--- src/audio_pkg.sv ---
package audio_pkg;

    //------------------------------------------------
    // I2S timing

    localparam int BCLK_DIV   = 4;                   // clk cycles per half bit clock
    localparam int SLOT_BITS  = 32;                  // Bit clocks per channel slot
    localparam int FRAME_BITS = 2 * SLOT_BITS;       // Left and right slot
    localparam int DIV_W      = $clog2(BCLK_DIV);
    localparam int BIT_W      = $clog2(FRAME_BITS);

    //------------------------------------------------
    // Sample formats and gain

    localparam int MIC_BITS   = 24;
    localparam int SOUND_BITS = 16;
    localparam int GAIN_SHIFT = 12;
    localparam int PROD_W     = MIC_BITS + 9;        // Sample times signed 9-bit gain
    localparam int SOUND_MAX  = 2 ** (SOUND_BITS - 1) - 1;
    localparam int SOUND_MIN  = -(2 ** (SOUND_BITS - 1));

    localparam logic [7:0] GAIN_RESET = 8'd16;       // Passes top 16 bits of the mic word

    //------------------------------------------------
    // Register map, word addresses

    localparam logic [3:0] ADDR_CTRL  = 4'd0;
    localparam logic [3:0] ADDR_PEAK  = 4'd1;
    localparam logic [3:0] ADDR_COUNT = 4'd2;

    //------------------------------------------------
    // Shared structs

    typedef struct packed {
        logic                       valid;
        logic signed [MIC_BITS-1:0] data;
    } mic_stream_t;

    typedef struct packed {
        logic                         valid;
        logic signed [SOUND_BITS-1:0] data;
    } sound_stream_t;

    // Field order matches bits 8:0 of the CTRL register
    typedef struct packed {
        logic       mute;
        logic [7:0] gain;
    } audio_ctrl_t;

    typedef struct packed {
        logic        cyc;
        logic        stb;
        logic        we;
        logic [3:0]  addr;
        logic [31:0] wdata;
    } wb_req_t;

    typedef struct packed {
        logic        ack;
        logic [31:0] rdata;
    } wb_rsp_t;

    typedef struct packed {
        logic ws;
        logic sck;
    } mic_pins_t;

    typedef struct packed {
        logic mclk;
        logic bclk;
        logic lrclk;
        logic sdata;
    } i2s_out_pins_t;

endpackage

--- src/i2s_mic_receiver.sv ---
module i2s_mic_receiver
    import audio_pkg::*;
(
    input  logic        clk,
    input  logic        rst_n,
    input  logic        sd,
    output mic_pins_t   pins,
    output mic_stream_t sample
);

    logic [DIV_W-1:0]    div_cnt;
    logic                div_tick;
    logic                sck_q;
    logic                sck_rise;
    logic                sck_fall;
    logic [BIT_W-1:0]    bit_cnt;
    logic [BIT_W-1:0]    bit_next;
    logic                ws_q;
    logic                in_data;
    logic                last_bit;
    logic [MIC_BITS-1:0] shreg;
    logic                valid_q;
    logic [MIC_BITS-1:0] data_q;

    //------------------------------------------------
    // Bit clock and word select

    assign div_tick = (div_cnt == DIV_W'(BCLK_DIV - 1));
    assign sck_rise = div_tick && !sck_q;
    assign sck_fall = div_tick &&  sck_q;

    assign bit_next = (bit_cnt == BIT_W'(FRAME_BITS - 1)) ? '0 : bit_cnt + 1'b1;

    always_ff @(posedge clk or negedge rst_n) begin
        if (!rst_n) begin
            div_cnt <= '0;
            sck_q   <= 1'b0;
            bit_cnt <= '0;
            ws_q    <= 1'b0;
        end else begin
            if (div_tick) begin
                div_cnt <= '0;
                sck_q   <= ~sck_q;
            end else begin
                div_cnt <= div_cnt + 1'b1;
            end

            if (sck_fall) begin                       // Slot position moves on falling sck
                bit_cnt <= bit_next;
                ws_q    <= (bit_next >= BIT_W'(SLOT_BITS));  // High in right slot
            end
        end
    end

    //------------------------------------------------
    // Deserializer

    // Data occupies bit clocks 1 to 24 of the left slot
    assign in_data  = sck_rise && (bit_cnt != '0) && (bit_cnt <= BIT_W'(MIC_BITS));
    assign last_bit = in_data && (bit_cnt == BIT_W'(MIC_BITS));

    always_ff @(posedge clk) begin
        if (in_data) begin
            shreg <= {shreg[MIC_BITS-2:0], sd};          // MSB first
        end
        if (last_bit) begin
            data_q <= {shreg[MIC_BITS-2:0], sd};         // Includes the LSB just sampled
        end
    end

    always_ff @(posedge clk or negedge rst_n) begin
        if (!rst_n) begin
            valid_q <= 1'b0;
        end else begin
            valid_q <= last_bit;                         // One pulse per frame
        end
    end

    assign pins.ws      = ws_q;
    assign pins.sck     = sck_q;
    assign sample.valid = valid_q;
    assign sample.data  = data_q;

endmodule

--- src/sample_processor.sv ---
module sample_processor
    import audio_pkg::*;
(
    input  logic                clk,
    input  logic                rst_n,
    input  mic_stream_t         mic,
    input  audio_ctrl_t         ctrl,
    input  logic                peak_clear,
    output sound_stream_t       sound,
    output logic [MIC_BITS-1:0] peak
);

    logic                         s1_valid;
    logic signed [PROD_W-1:0]     s1_prod;
    logic        [MIC_BITS-1:0]   s1_abs;
    logic signed [PROD_W-1:0]     scaled;
    logic signed [SOUND_BITS-1:0] clipped;
    logic                         s2_valid;
    logic signed [SOUND_BITS-1:0] s2_data;
    logic        [MIC_BITS-1:0]   peak_q;

    //------------------------------------------------
    // Stage one: gain multiply and magnitude

    always_ff @(posedge clk) begin
        if (mic.valid) begin
            s1_prod <= mic.data * $signed({1'b0, ctrl.gain});  // Gain is unsigned
            s1_abs  <= mic.data[MIC_BITS-1] ? MIC_BITS'(-mic.data) : mic.data;
        end
    end

    //------------------------------------------------
    // Stage two: shift, clip and mute

    assign scaled = s1_prod >>> GAIN_SHIFT;              // Floor division by 4096

    always_comb begin
        if (scaled > SOUND_MAX) begin
            clipped = SOUND_BITS'(SOUND_MAX);
        end else if (scaled < SOUND_MIN) begin
            clipped = SOUND_BITS'(SOUND_MIN);
        end else begin
            clipped = scaled[SOUND_BITS-1:0];
        end
    end

    always_ff @(posedge clk) begin
        if (s1_valid) begin
            s2_data <= ctrl.mute ? '0 : clipped;
        end
    end

    always_ff @(posedge clk or negedge rst_n) begin
        if (!rst_n) begin
            s1_valid <= 1'b0;
            s2_valid <= 1'b0;
        end else begin
            s1_valid <= mic.valid;
            s2_valid <= s1_valid;
        end
    end

    //------------------------------------------------
    // Peak level

    always_ff @(posedge clk or negedge rst_n) begin
        if (!rst_n) begin
            peak_q <= '0;
        end else if (peak_clear) begin
            peak_q <= s1_valid ? s1_abs : '0;            // Coincident sample starts the new window
        end else if (s1_valid && (s1_abs > peak_q)) begin
            peak_q <= s1_abs;
        end
    end

    assign sound.valid = s2_valid;
    assign sound.data  = s2_data;
    assign peak        = peak_q;

endmodule

--- src/wb_audio_regs.sv ---
module wb_audio_regs
    import audio_pkg::*;
(
    input  logic                clk,
    input  logic                rst_n,
    input  wb_req_t             wb_req,
    output wb_rsp_t             wb_rsp,
    input  logic                mic_valid,
    input  logic [MIC_BITS-1:0] peak,
    output audio_ctrl_t         ctrl,
    output logic                peak_clear
);

    logic        req_new;
    logic        wr_ctrl;
    logic        ack_q;
    audio_ctrl_t ctrl_q;
    logic [31:0] frame_cnt;
    logic [31:0] rd_mux;

    //------------------------------------------------
    // Bus handshake

    // A held request is answered once, then the master drops stb
    assign req_new = wb_req.cyc && wb_req.stb && !ack_q;
    assign wr_ctrl = req_new && wb_req.we && (wb_req.addr == ADDR_CTRL);

    always_ff @(posedge clk or negedge rst_n) begin
        if (!rst_n) begin
            ack_q <= 1'b0;
        end else begin
            ack_q <= req_new;
        end
    end

    //------------------------------------------------
    // Control and counter

    always_ff @(posedge clk or negedge rst_n) begin
        if (!rst_n) begin
            ctrl_q <= '{mute: 1'b0, gain: GAIN_RESET};
        end else if (wr_ctrl) begin
            ctrl_q <= audio_ctrl_t'(wb_req.wdata[8:0]);  // Visible in the ack cycle
        end
    end

    always_ff @(posedge clk or negedge rst_n) begin
        if (!rst_n) begin
            frame_cnt <= '0;
        end else if (mic_valid) begin
            frame_cnt <= frame_cnt + 1'b1;
        end
    end

    //------------------------------------------------
    // Read path

    // Read data is taken live in the ack cycle, address is still held
    always_comb begin
        case (wb_req.addr)
            ADDR_CTRL:  rd_mux = {23'd0, ctrl_q};
            ADDR_PEAK:  rd_mux = {{(32 - MIC_BITS){1'b0}}, peak};
            ADDR_COUNT: rd_mux = frame_cnt;
            default:    rd_mux = '0;                     // Unmapped
        endcase
    end

    // Peak window restarts right after the value is returned
    assign peak_clear = ack_q && wb_req.cyc && wb_req.stb && !wb_req.we
                        && (wb_req.addr == ADDR_PEAK);

    assign wb_rsp.ack   = ack_q;
    assign wb_rsp.rdata = ack_q ? rd_mux : '0;
    assign ctrl         = ctrl_q;

endmodule

--- src/i2s_audio_out.sv ---
module i2s_audio_out
    import audio_pkg::*;
(
    input  logic          clk,
    input  logic          rst_n,
    input  sound_stream_t sound,
    output i2s_out_pins_t pins
);

    logic                  mclk_q;
    logic [DIV_W-1:0]      div_cnt;
    logic                  div_tick;
    logic                  bclk_q;
    logic                  bclk_fall;
    logic [BIT_W-1:0]      bit_cnt;
    logic [BIT_W-1:0]      bit_next;
    logic                  lrclk_q;
    logic [SOUND_BITS-1:0] hold_q;
    logic [SOUND_BITS-1:0] shreg;
    logic                  sdata_q;

    //------------------------------------------------
    // Clocks

    assign div_tick  = (div_cnt == DIV_W'(BCLK_DIV - 1));
    assign bclk_fall = div_tick && bclk_q;
    assign bit_next  = (bit_cnt == BIT_W'(FRAME_BITS - 1)) ? '0 : bit_cnt + 1'b1;

    always_ff @(posedge clk or negedge rst_n) begin
        if (!rst_n) begin
            mclk_q  <= 1'b0;
            div_cnt <= '0;
            bclk_q  <= 1'b0;
            bit_cnt <= '0;
            lrclk_q <= 1'b0;
        end else begin
            mclk_q <= ~mclk_q;                           // Half the system clock

            if (div_tick) begin
                div_cnt <= '0;
                bclk_q  <= ~bclk_q;
            end else begin
                div_cnt <= div_cnt + 1'b1;
            end

            if (bclk_fall) begin
                bit_cnt <= bit_next;
                lrclk_q <= (bit_next >= BIT_W'(SLOT_BITS));
            end
        end
    end

    //------------------------------------------------
    // Sample holding and serializer

    always_ff @(posedge clk or negedge rst_n) begin
        if (!rst_n) begin
            hold_q <= '0;
        end else if (sound.valid) begin
            hold_q <= sound.data;                        // Newest sample wins
        end
    end

    // Zeros shift in behind the word, so the slot tail and the right slot stay low
    always_ff @(posedge clk or negedge rst_n) begin
        if (!rst_n) begin
            shreg   <= '0;
            sdata_q <= 1'b0;
        end else if (bclk_fall) begin
            if (bit_next == '0) begin                    // lrclk falls, frame start
                shreg   <= sound.valid ? sound.data : hold_q;
                sdata_q <= 1'b0;
            end else begin
                shreg   <= {shreg[SOUND_BITS-2:0], 1'b0};
                sdata_q <= shreg[SOUND_BITS-1];          // MSB one bclk after frame start
            end
        end
    end

    assign pins.mclk  = mclk_q;
    assign pins.bclk  = bclk_q;
    assign pins.lrclk = lrclk_q;
    assign pins.sdata = sdata_q;

endmodule

--- src/audio_lab_top.sv ---
module audio_lab_top
    import audio_pkg::*;
(
    input  logic          clk,
    input  logic          rst_n,
    input  logic          mic_sd,
    output mic_pins_t     mic_pins,
    output i2s_out_pins_t i2s_pins,
    input  wb_req_t       wb_req,
    output wb_rsp_t       wb_rsp
);

    mic_stream_t         mic;
    sound_stream_t       sound;
    audio_ctrl_t         ctrl;
    logic [MIC_BITS-1:0] peak;
    logic                peak_clear;

    //------------------------------------------------
    // Microphone side

    i2s_mic_receiver i_mic_receiver
    (
        .clk        ( clk        ),
        .rst_n      ( rst_n      ),
        .sd         ( mic_sd     ),
        .pins       ( mic_pins   ),
        .sample     ( mic        )
    );

    //------------------------------------------------
    // Gain, clip, mute and peak

    sample_processor i_sample_processor
    (
        .clk        ( clk        ),
        .rst_n      ( rst_n      ),
        .mic        ( mic        ),
        .ctrl       ( ctrl       ),
        .peak_clear ( peak_clear ),
        .sound      ( sound      ),
        .peak       ( peak       )
    );

    //------------------------------------------------
    // Register port

    wb_audio_regs i_wb_audio_regs
    (
        .clk        ( clk        ),
        .rst_n      ( rst_n      ),
        .wb_req     ( wb_req     ),
        .wb_rsp     ( wb_rsp     ),
        .mic_valid  ( mic.valid  ),              // Frame counter input
        .peak       ( peak       ),
        .ctrl       ( ctrl       ),
        .peak_clear ( peak_clear )
    );

    //------------------------------------------------
    // Codec side

    i2s_audio_out i_audio_out
    (
        .clk        ( clk        ),
        .rst_n      ( rst_n      ),
        .sound      ( sound      ),
        .pins       ( i2s_pins   )
    );

endmodule

--- config.mk ---
export PLATFORM = sky130hd
export DESIGN_NAME = audio_lab_top
export DESIGN_NICKNAME = d
export VERILOG_FILES = /design/src/audio_pkg.sv /design/src/i2s_mic_receiver.sv /design/src/sample_processor.sv /design/src/wb_audio_regs.sv /design/src/i2s_audio_out.sv /design/src/audio_lab_top.sv
export SDC_FILE = /design/constraint.sdc
export NUM_CORES = 1
export LEC_CHECK = 0
export BUFFER_PORTS_ARGS = -buffer_cell sky130_fd_sc_hd__buf_4
export CORE_MARGIN = 8
export CORE_UTILIZATION = 40
export CTS_BUF_LIST = sky130_fd_sc_hd__clkbuf_4 sky130_fd_sc_hd__clkbuf_8
export DETAILED_ROUTE_END_ITERATION = 8
export GPL_TIMING_DRIVEN = 0
export MAX_ROUTING_LAYER = met4
export PLACE_DENSITY_LB_ADDON = 0.15
export SLEW_MARGIN = 20
export SYNTH_ARGS = -nofsm -noshare
export SYNTH_HDL_FRONTEND = slang
export SYNTH_SLANG_ARGS = --single-unit
export TNS_END_PERCENT = 20
--- constraint.sdc ---
create_clock -name clk -period 14.7 [get_ports clk]
set_input_delay 2.205 -clock clk [delete_from_list [all_inputs] [get_ports clk]]
set_output_delay 2.205 -clock clk [all_outputs]
set_load 0.02 [all_outputs]
# After elaboration in Yosys (flattened, before gate mapping)
# Index checks and enable logic that the tools add are counted.
# word_totals
ff_bits	243
word_cells	88
out_inout_bits	39
inputBits	42
# classes
magnitude_cmp	6
n_eq_ne	7
bitwise	3
add_sub_neg	6
n_mux	15
n_reduce_logical	23
n_mul	1
# ops
op	n
$pmux W32 S3	1
$mux W24	3
$mux W16	3
$mul A24 B9 Y33	1
$add A32 B1 Y32 const B	1
$mux W32	1
$gt A24 B24 Y1	1
$neg A24 Y24	1
$mux W23	1
$gt A21 B16 Y1 const B	1
$lt A21 B16 Y1 const B	1
$logic_and A1 B1 Y1	15
$mux W15	1
$add A6 B1 Y6 const B	2
$eq A6 B6 Y1 const B	2
$ge A6 B6 Y1 const B	2
$mux W6	2
$eq A6 B5 Y1 const B	1
$le A6 B5 Y1 const B	1
$logic_not A6 Y1	1
$reduce_bool A6 Y1	1
$add A2 B1 Y2 const B	2
$eq A2 B2 Y1 const B	2
$eq A4 B1 Y1 const B	1
8 further kinds	13

# Depth between registers and ports, before layout
# Gate-level depths: netlist of run 1.
# logic_depth
word_depth	5
depth_mapped	19
mapped_depth_nobuf	18

# Hierarchy
# Synthesis of run 1 repeated with hierarchy kept, for this count alone.
# hier_totals
cells_unflattened	1647
hier_area_um2	17325.4
# modules_own_cells
module	seq_area_each_um2	area_per_inst_um2	n_inst	cells_per_inst
sample_processor	2482.4	10994.3	1	1168
wb_audio_regs	1052.3	2349.8	1	224
i2s_audio_out	1101.1	2070.7	1	160
i2s_mic_receiver	1661.6	1910.6	1	95

# Worst setup path after synthesis of run 1
# Ideal clock, no wire load.
# synth_timing
path_kind	input-to-output
startpoint	input port wb_req[32] (netlist bit)
endpoint	output port wb_rsp[8] (netlist bit)
n_path_buf	0
setup_slack_ps	8926
path_stages	3
t_arrival_ps	3569
required_time_ps	12495
cell_sequence	nor4_1 a222oi_1 nor2_1
# synth_lines
item	line_no	source
from (decl)	audio_lab_top.sv:9	input wb_req_t wb_req,
to (decl)	audio_lab_top.sv:10	output wb_rsp_t wb_rsp

# Final worst setup path of run 1
# layout_timing
startpoint	register i_wb_audio_regs.ctrl_q (netlist bit i_wb_audio_regs.ctrl[2])
endpoint	register i_sample_processor.s1_prod[32] (data pin)
# layout_via
elab_chain_len	1
# layout_rtl
item	line_no	source
from (decl)	wb_audio_regs.sv:17	audio_ctrl_t ctrl_q;
from (signal assigned)	wb_audio_regs.sv:41	ctrl_q <= '{mute: 1'b0, gain: GAIN_RESET};
from (signal assigned)	wb_audio_regs.sv:43	ctrl_q <= audio_ctrl_t'(wb_req.wdata[8:0]);
$mul A24 B9 Y33	sample_processor.sv:27	s1_prod <= mic.data * $signed({1'b0, ctrl.gain});
to (signal assigned)	sample_processor.sv:27	
to (decl)	sample_processor.sv:14	logic signed [PROD_W-1:0] s1_prod;
# Every way passes these cells.
# A chain may end at the register's enable or synchronous reset.

==> results.json, run 1 <==
{
  "cts_htree_levels": 2,
  "worst_r2r_endpoint": "i_sample_processor.s1_prod[32]$_DFFE_PP_",
  "synth_top_area_share_pct": 18.9,
  "grt_pass1_wl_mm": 70.0,
  "crit_chain": "clkbuf_1 -> clkbuf_1 -> nand2_1 -> fa_1 -> inv_1 -> fa_1 -> fa_1 -> inv_1 -> fa_1 -> inv_1 -> ha_1 -> nand2_1 -> a211o_1 -> or4_1 -> o211ai_1 -> o211ai_1 -> o41ai_2 -> xnor2_1",
  "synth_top_area_cell": "edfxtp_1",
  "die_area_sq_um": 49700,
  "avgSynthCellArea_sq_um": 10.3,
  "setup_viol": 0,
  "antenna_found_initial": 2,
  "arrival_ns": 6.73,
  "grt_overflow": 0,
  "fin_nets": 2055,
  "drive_gt1_share_pct": 10.9,
  "dpl.hpwl_mm": 31.9,
  "num_rows": 76,
  "dp_slack_ns": 8.31,
  "n_antenna_cell": 0,
  "fin_crit_ns": 6.42,
  "maxCapViolCount": 0,
  "cp_slowest_stage_delay_ns": 0.59,
  "portBuffers": 57,
  "synthTopCellsByArea": "edfxtp_1 (19%), dfrtp_1 (18%), fa_1 (17%)",
  "drv_slew": 0,
  "tightestPinTransition_ns": 0.914,
  "post_cts_buffers": 0,
  "setup.worst_path.end_class": "register",
  "syn_to_final_growth_pct": 12.4,
  "ios": 81,
  "r2r_start": "i_wb_audio_regs.ctrl[2]$_DFFE_PN0P_",
  "status": "complete, no violations",
  "clk_path_buf_depth": 3,
  "tritoncts": "yes",
  "min_delay_path_depth": 1,
  "synth_edf_count": 108,
  "min_to": "i_audio_out.mclk_q$_DFF_PN0_",
  "fin_tns_setup_ns": 0,
  "syn-cell-area_sq_um": 17100,
  "die-width_um": 223,
  "yosys_warnings": 0,
  "clkLatencyLatePin_ns": 0.60,
  "hold_buffers": 0,
  "drt-initial-drc-count": 980,
  "synth_async_sr_flop_share_pct": 53.0,
  "routed_wl_mm": 42.5,
  "slowest_stage": "fa_1",
  "fin_skew_ns": 0.0251,
  "clockRootBuffer": "clkbuf_8",
  "final_hold_viol_count": 0,
  "cts_sinks": 230,
  "critPathMostFrequentCell": "fa_1",
  "syn_inst": 1663,
  "cts-resized-gates": 0,
  "antenna_left": 0,
  "max_freq_ghz": 0.156,
  "grt.total_usage_pct": 18.0,
  "dr.pass1.iters": 6,
  "hold_class": "reg -> reg",
  "p_per_area_nw_per_um2": 98.7,
  "drc_errors": 0,
  "min_period_over_period_pct": 43.7,
  "vias_per_cell": 5.20,
  "die_h_um": 223,
  "synth-main-ff-cell": "dfrtp_1",
  "vdd_drop_max_mv": 0.0600,
  "post-route-util_pct": 45.1,
  "numCtsBuffers": 43,
  "rsz0062_at_grt": "no",
  "critical_path.startpoint_type": "register",
  "critical_path_class": "reg -> reg",
  "reg2reg_slack_ns": 8.28,
  "core-area_sq_um": 42700,
  "synth-seq-area-share_pct": 36.8,
  "synth_nets": 1947,
  "static-leakage-power_nw": 9.13,
  "start_util_pct": 40.1,
  "max_slew_margin_pct": 38.2,
  "crit_fanout": 10,
  "required_ns": 15.01,
  "synth-seq-cells": 230,
  "p_total_mw": 1.90,
  "gp_congestion": 0.864,
  "avgRoutedWirePerCell_um": 18.1,
  "synth_cell_types": 62,
  "clkTransAtPathRegs_ns": 0.06,
  "grt_pass1_vias": 12700,
  "reg2regPathDepth": 18,
  "vias": 12200,
  "hp-start": "i_audio_out.mclk_q$_DFF_PN0_",
  "grt_start_max_net_pins": 81,
  "final.setup.worst_slack_ns": 8.28
}
[stage by stage]
step                      hold WS [ns]  cells  instance area (sq um)
after floorplan                  0.395   1663                  17100
after global placement           0.401   2266                  18200
after detailed placement         0.410   2272                  18300
after CTS                        0.419   2352                  19300
after global routing             0.427   2352                  19300
final                            0.413   2352                  19300
[report_power, final]
part	internal [mW]	total, mW	leakage [nW]	switching (mW)
logic	0.213	0.553	6.13	0.340
registers	0.691	0.701	2.51	0.00987
clock network	0.364	0.647	0.498	0.283
[registers in the layout, indices dropped and copies added, names as in the netlist, 5 cells and up]
| name | count |
|---|---|
| i_sample_processor.s2_data | 16 |
| i_wb_audio_regs.frame_cnt | 32 |
| i_mic_receiver.shreg | 23 |
| i_wb_audio_regs.ctrl | 9 |
| i_mic_receiver.bit_cnt | 6 |
| i_mic_receiver.data_q | 24 |
| i_audio_out.hold_q | 16 |
| i_audio_out.bit_cnt | 5 |
| i_audio_out.shreg | 16 |
| i_sample_processor.s1_abs | 24 |
| i_sample_processor.s1_prod | 21 |
| i_sample_processor.peak | 24 |
[worst max path at each step]
| stage | to | slack (ns) | from |
|---|---|---|---|
| 2_1_floorplan | wb_rsp[8] | 8.93 | wb_req[32] |
| 3_3_place_gp | i_sample_processor.s1_prod[32]$_DFFE_PP_ | 8.33 | i_wb_audio_regs.ctrl[2]$_DFFE_PN0P_ |
| 3_5_place_dp | i_sample_processor.s1_prod[32]$_DFFE_PP_ | 8.31 | i_wb_audio_regs.ctrl[2]$_DFFE_PN0P_ |
| 4_1_cts | i_sample_processor.s1_prod[32]$_DFFE_PP_ | 8.27 | i_wb_audio_regs.ctrl[2]$_DFFE_PN0P_ |
| 5_1_grt | i_sample_processor.s1_prod[32]$_DFFE_PP_ | 7.94 | i_wb_audio_regs.ctrl[2]$_DFFE_PN0P_ |
| 6_report | i_sample_processor.s1_prod[32]$_DFFE_PP_ | 8.28 | i_wb_audio_regs.ctrl[2]$_DFFE_PN0P_ |
[synthesized netlist by cell type, drive strengths merged, types with 3 or more instances]
library cell and instances:
o2111ai 26, xnor2 65, o41ai 8, a21o 19, nor2b 5, nand2 206
and3 16, or3 4, a22oi 39, ha 93, nor3 11, edfxtp 108
and4 8, a221oi 3, dfrtp 121, and2 97, clkbuf 77, o21a 23
inv 239, nand4 18, nand2b 7, fa 149, o31ai 8, o31a 25
o21ai 46, nor4 6, nand3 17, nor2 54, or4 7, mux2i 15
a21oi 37, mux2 27, xor2 18, o211ai 4, a222oi 9, buf 18
a211oi 3
[routing by layer]
layer	global-route usage (%)	wire (um)	up-vias
met5	-	0	-
li1	-	-	5789
met1	24.2	19400	6031
met4	6.41	1350	0
met3	3.22	2420	80
met2	27.3	19300	324
[worst max-delay path: cells and delay by family, from the launching register on]
kind | cells | cell delay [ns]
simple gates | 3 | 0.79
flops | 1 | 0.31
compound gates | 4 | 1.20
buf+inv | 5 | 1.23
xor+xnor | 1 | 0.13
fa+ha+maj | 5 | 2.49
[area by class of cell]
cell class	instances	area, sq um
clock buffers	67	828
clock inverters	13	86.3
plain buffers	95	412
flip-flops and latches	230	6300
fillers	4100	23400
multi-input cells	1099	9550
well taps	546	683
repair buffers	63	503
inverters	239	897
[kinds of logic after synthesis]
logic type	synth area share, %
AO/OA/AOI/OAI	11.2
XOR/XNOR	4.24
adder cells (fa/ha/maj)	24.2
buffers and inverters	7.64
flip-flops	36.8
multiplexers	2.65
AND/OR/NAND/NOR	13.3
[cells in the final DEF, fill, tap and decap left out, types with 7 or more instances in the layout]
cell / count
mux2_2: 27
nand3_1: 17
clkinv_2: 8
fa_1: 149
clkbuf_4: 15
o21a_1: 23
nor3_1: 11
xnor2_1: 65
buf_2: 9
o2111ai_1: 26
a21o_1: 19
o31ai_1: 8
or4_1: 7
dfrtp_1: 120
and4_1: 8
mux2i_1: 15
inv_1: 239
o31a_1: 25
buf_4: 63
nor2_1: 54
clkbuf_1: 77
a222oi_1: 9
a21oi_1: 36
nand2_1: 206
xor2_1: 18
and3_1: 16
clkbuf_8: 52
ha_1: 93
nand4_1: 18
edfxtp_1: 108
and2_1: 96
o41ai_1: 7
o21ai_0: 46
nand2b_1: 7
a22oi_1: 39
Note: power is estimated with default switching activity, not from simulation.
==> run 2, diff against run 1 <==
==> constraint.sdc (replaced) <==
create_clock -name clk -period 6.5 [get_ports clk]
set_input_delay 0.975 -clock clk [delete_from_list [all_inputs] [get_ports clk]]
set_output_delay 0.975 -clock clk [all_outputs]
set_load 0.02 [all_outputs]
==> run 2 against run 1 <==
Effect of this change:
- power rose by 130%
- clock-buffer cell count did not move
- worst hold slack got worse by 0.15 ns
- flip-flop and latch count did not move
- setup slack got worse by 7.9 ns
- cell count barely moved
- largest power group unchanged
==> results.json, run 2 (synthesis gave the netlist of run 1 again) <==
{
  "status": "complete, no violations",
  "grt_pass1_wl_mm": 70.0,
  "drive_gt1_share_pct": 11.1,
  "drt-initial-drc-count": 1044,
  "maxCapViolCount": 0,
  "intPower_mw": 2.87,
  "numCtsBuffers": 43,
  "die_h_um": 223,
  "avgRoutedWirePerCell_um": 18.0,
  "cts_sinks": 230,
  "combPwrFrac_pct": 29.1,
  "largest_register_ffs": 32,
  "fin_nets": 2054,
  "start_util_pct": 40.1,
  "sequentialPowerShare_pct": 36.9,
  "gp_congestion": 0.864,
  "tritoncts": "yes",
  "fin_crit_ns": 6.14,
  "critical_path.startpoint_type": "register",
  "ios": 81,
  "grt.total_usage_pct": 18.0,
  "n_antenna_cell": 0,
  "clkLatencyLatePin_ns": 0.60,
  "cts_htree_levels": 2,
  "pwr-share-clk_pct": 34.0,
  "final_hold_viol_count": 0,
  "tightestPinTransition_ns": 0.893,
  "p_per_area_nw_per_um2": 223,
  "hold_class": "in -> async",
  "required_ns": 6.81,
  "fin_skew_ns": 0.0275,
  "static-leakage-power_nw": 9.14,
  "rsz0062_at_grt": "no",
  "max_slew_margin_pct": 39.9,
  "clk_path_buf_depth": 3,
  "routed_wl_mm": 42.4,
  "dr.pass1.iters": 7,
  "die-width_um": 223,
  "antenna_left": 0,
  "layout_commonest_cell": "inv_1",
  "min_period_over_period_pct": 94.5,
  "top_register": "i_wb_audio_regs.frame_cnt",
  "switchingPower_mw": 1.43,
  "fillers": 4098,
  "dp_slack_ns": 0.113,
  "syn_to_final_growth_pct": 12.4,
  "core-area_sq_um": 42700,
  "placed_cells": 2272,
  "critical_path_class": "reg -> reg",
  "fin_tns_setup_ns": 0,
  "portBuffers": 57,
  "vdd_drop_max_mv": 0.138,
  "vias_per_cell": 5.21,
  "arrival_ns": 6.45,
  "grt_start_max_net_pins": 81,
  "antenna_found_initial": 2,
  "setup_viol": 0,
  "clockRootBuffer": "clkbuf_8",
  "fin_cells": 2351,
  "setup.worst_path.end_class": "register",
  "dpl.hpwl_mm": 31.9,
  "die_area_sq_um": 49700,
  "max_freq_ghz": 0.163,
  "hold_buffers": 0,
  "drv_slew": 0,
  "num_rows": 76,
  "layout_common_cells": "inv_1 (239), nand2_1 (206), fa_1 (149)",
  "switching_share_pct": 33.3,
  "grt_pass1_vias": 12700,
  "drc_errors": 0,
  "crit_fanout": 10,
  "grt_overflow": 0,
  "clkTransAtPathRegs_ns": 0.06,
  "reg2reg_slack_ns": 0.36,
  "vias": 12300,
  "final.setup.worst_slack_ns": 0.357
}
-- run 2: area by class of cell --
class | count | area [sq um] | area share, %
multi-input cells | 1099 | 9550 | 49.6
flip-flops and latches | 230 | 6300 | 32.7
inverters | 239 | 897 | 4.66
clock buffers | 67 | 828 | 4.30
well taps | 546 | 683 | 3.55
repair buffers | 63 | 503 | 2.61
plain buffers | 94 | 412 | 2.14
clock inverters | 13 | 86.3 | 0.448
-- run 2: metrics by stage --
step           area (sq um)  hold WS, ns  utilization, %  total power [mW]
5_1_grt               19300        0.248            45.1              4.63
3_3_place_gp          18200        0.401            42.7              2.85
2_1_floorplan         17100        0.395               -              2.52
6_report              19300        0.263            45.1              4.30
3_5_place_dp          18300        0.410            43.0              2.86
4_1_cts               19300        0.240            45.1              4.37
-- run 2: power groups by stage --
stage               sequential [mW]  combinational, mW  clock (mW)
floorplan                      1.60              0.922           0
global placement               1.61               1.24           0
detailed placement             1.61               1.25           0
CTS                            1.58               1.26        1.52
global route                   1.59               1.44        1.59
finish                         1.59               1.25        1.46
-- run 2: per-layer routing --
layer	track usage (%)	wire length, um
met5	-	0
met4	6.41	1330
met3	3.22	2220
met2	27.3	19200
met1	24.2	19600
-- run 2: path summary, 6_finish.rpt --
kind	startpoint	endpoint	cells past startpoint
setup / recovery	i_wb_audio_regs.ctrl[1]$_DFFE_PN0P_	i_sample_processor.s1_prod[32]$_DFFE_PP_	18
hold / removal	rst_n	i_wb_audio_regs.frame_cnt[21]$_DFFE_PN0P_	1
setup reg to reg	i_wb_audio_regs.ctrl[1]$_DFFE_PN0P_	i_sample_processor.s1_prod[32]$_DFFE_PP_	18
hold reg to reg	i_audio_out.mclk_q$_DFF_PN0_	i_audio_out.mclk_q$_DFF_PN0_	1
max in group asynchronous	rst_n	i_wb_audio_regs.ctrl[4]$_DFFE_PN1P_	2
min in group clk	i_audio_out.mclk_q$_DFF_PN0_	i_audio_out.mclk_q$_DFF_PN0_	1
-- run 2: timing repair --
action | 4_1_cts | 5_1_grt
endpoints found under the setup margin | 0 | 5
buffers inserted | 0 | 0
resized for setup | 0 | 6
-- run 2: worst max-delay path, cell delays in order, from the launching register on --
cell	delay [ns]
dfrtp_1	0.31
buf_2	0.25
clkbuf_1	0.55
nand2_1	0.16
fa_1	0.56
inv_1	0.06
fa_1	0.47
fa_1	0.50
inv_1	0.06
fa_1	0.55
inv_1	0.06
ha_1	0.38
nand2_1	0.14
a211o_1	0.29
or4_1	0.48
o211ai_1	0.24
o211ai_1	0.28
o41ai_2	0.39
xnor2_1	0.13
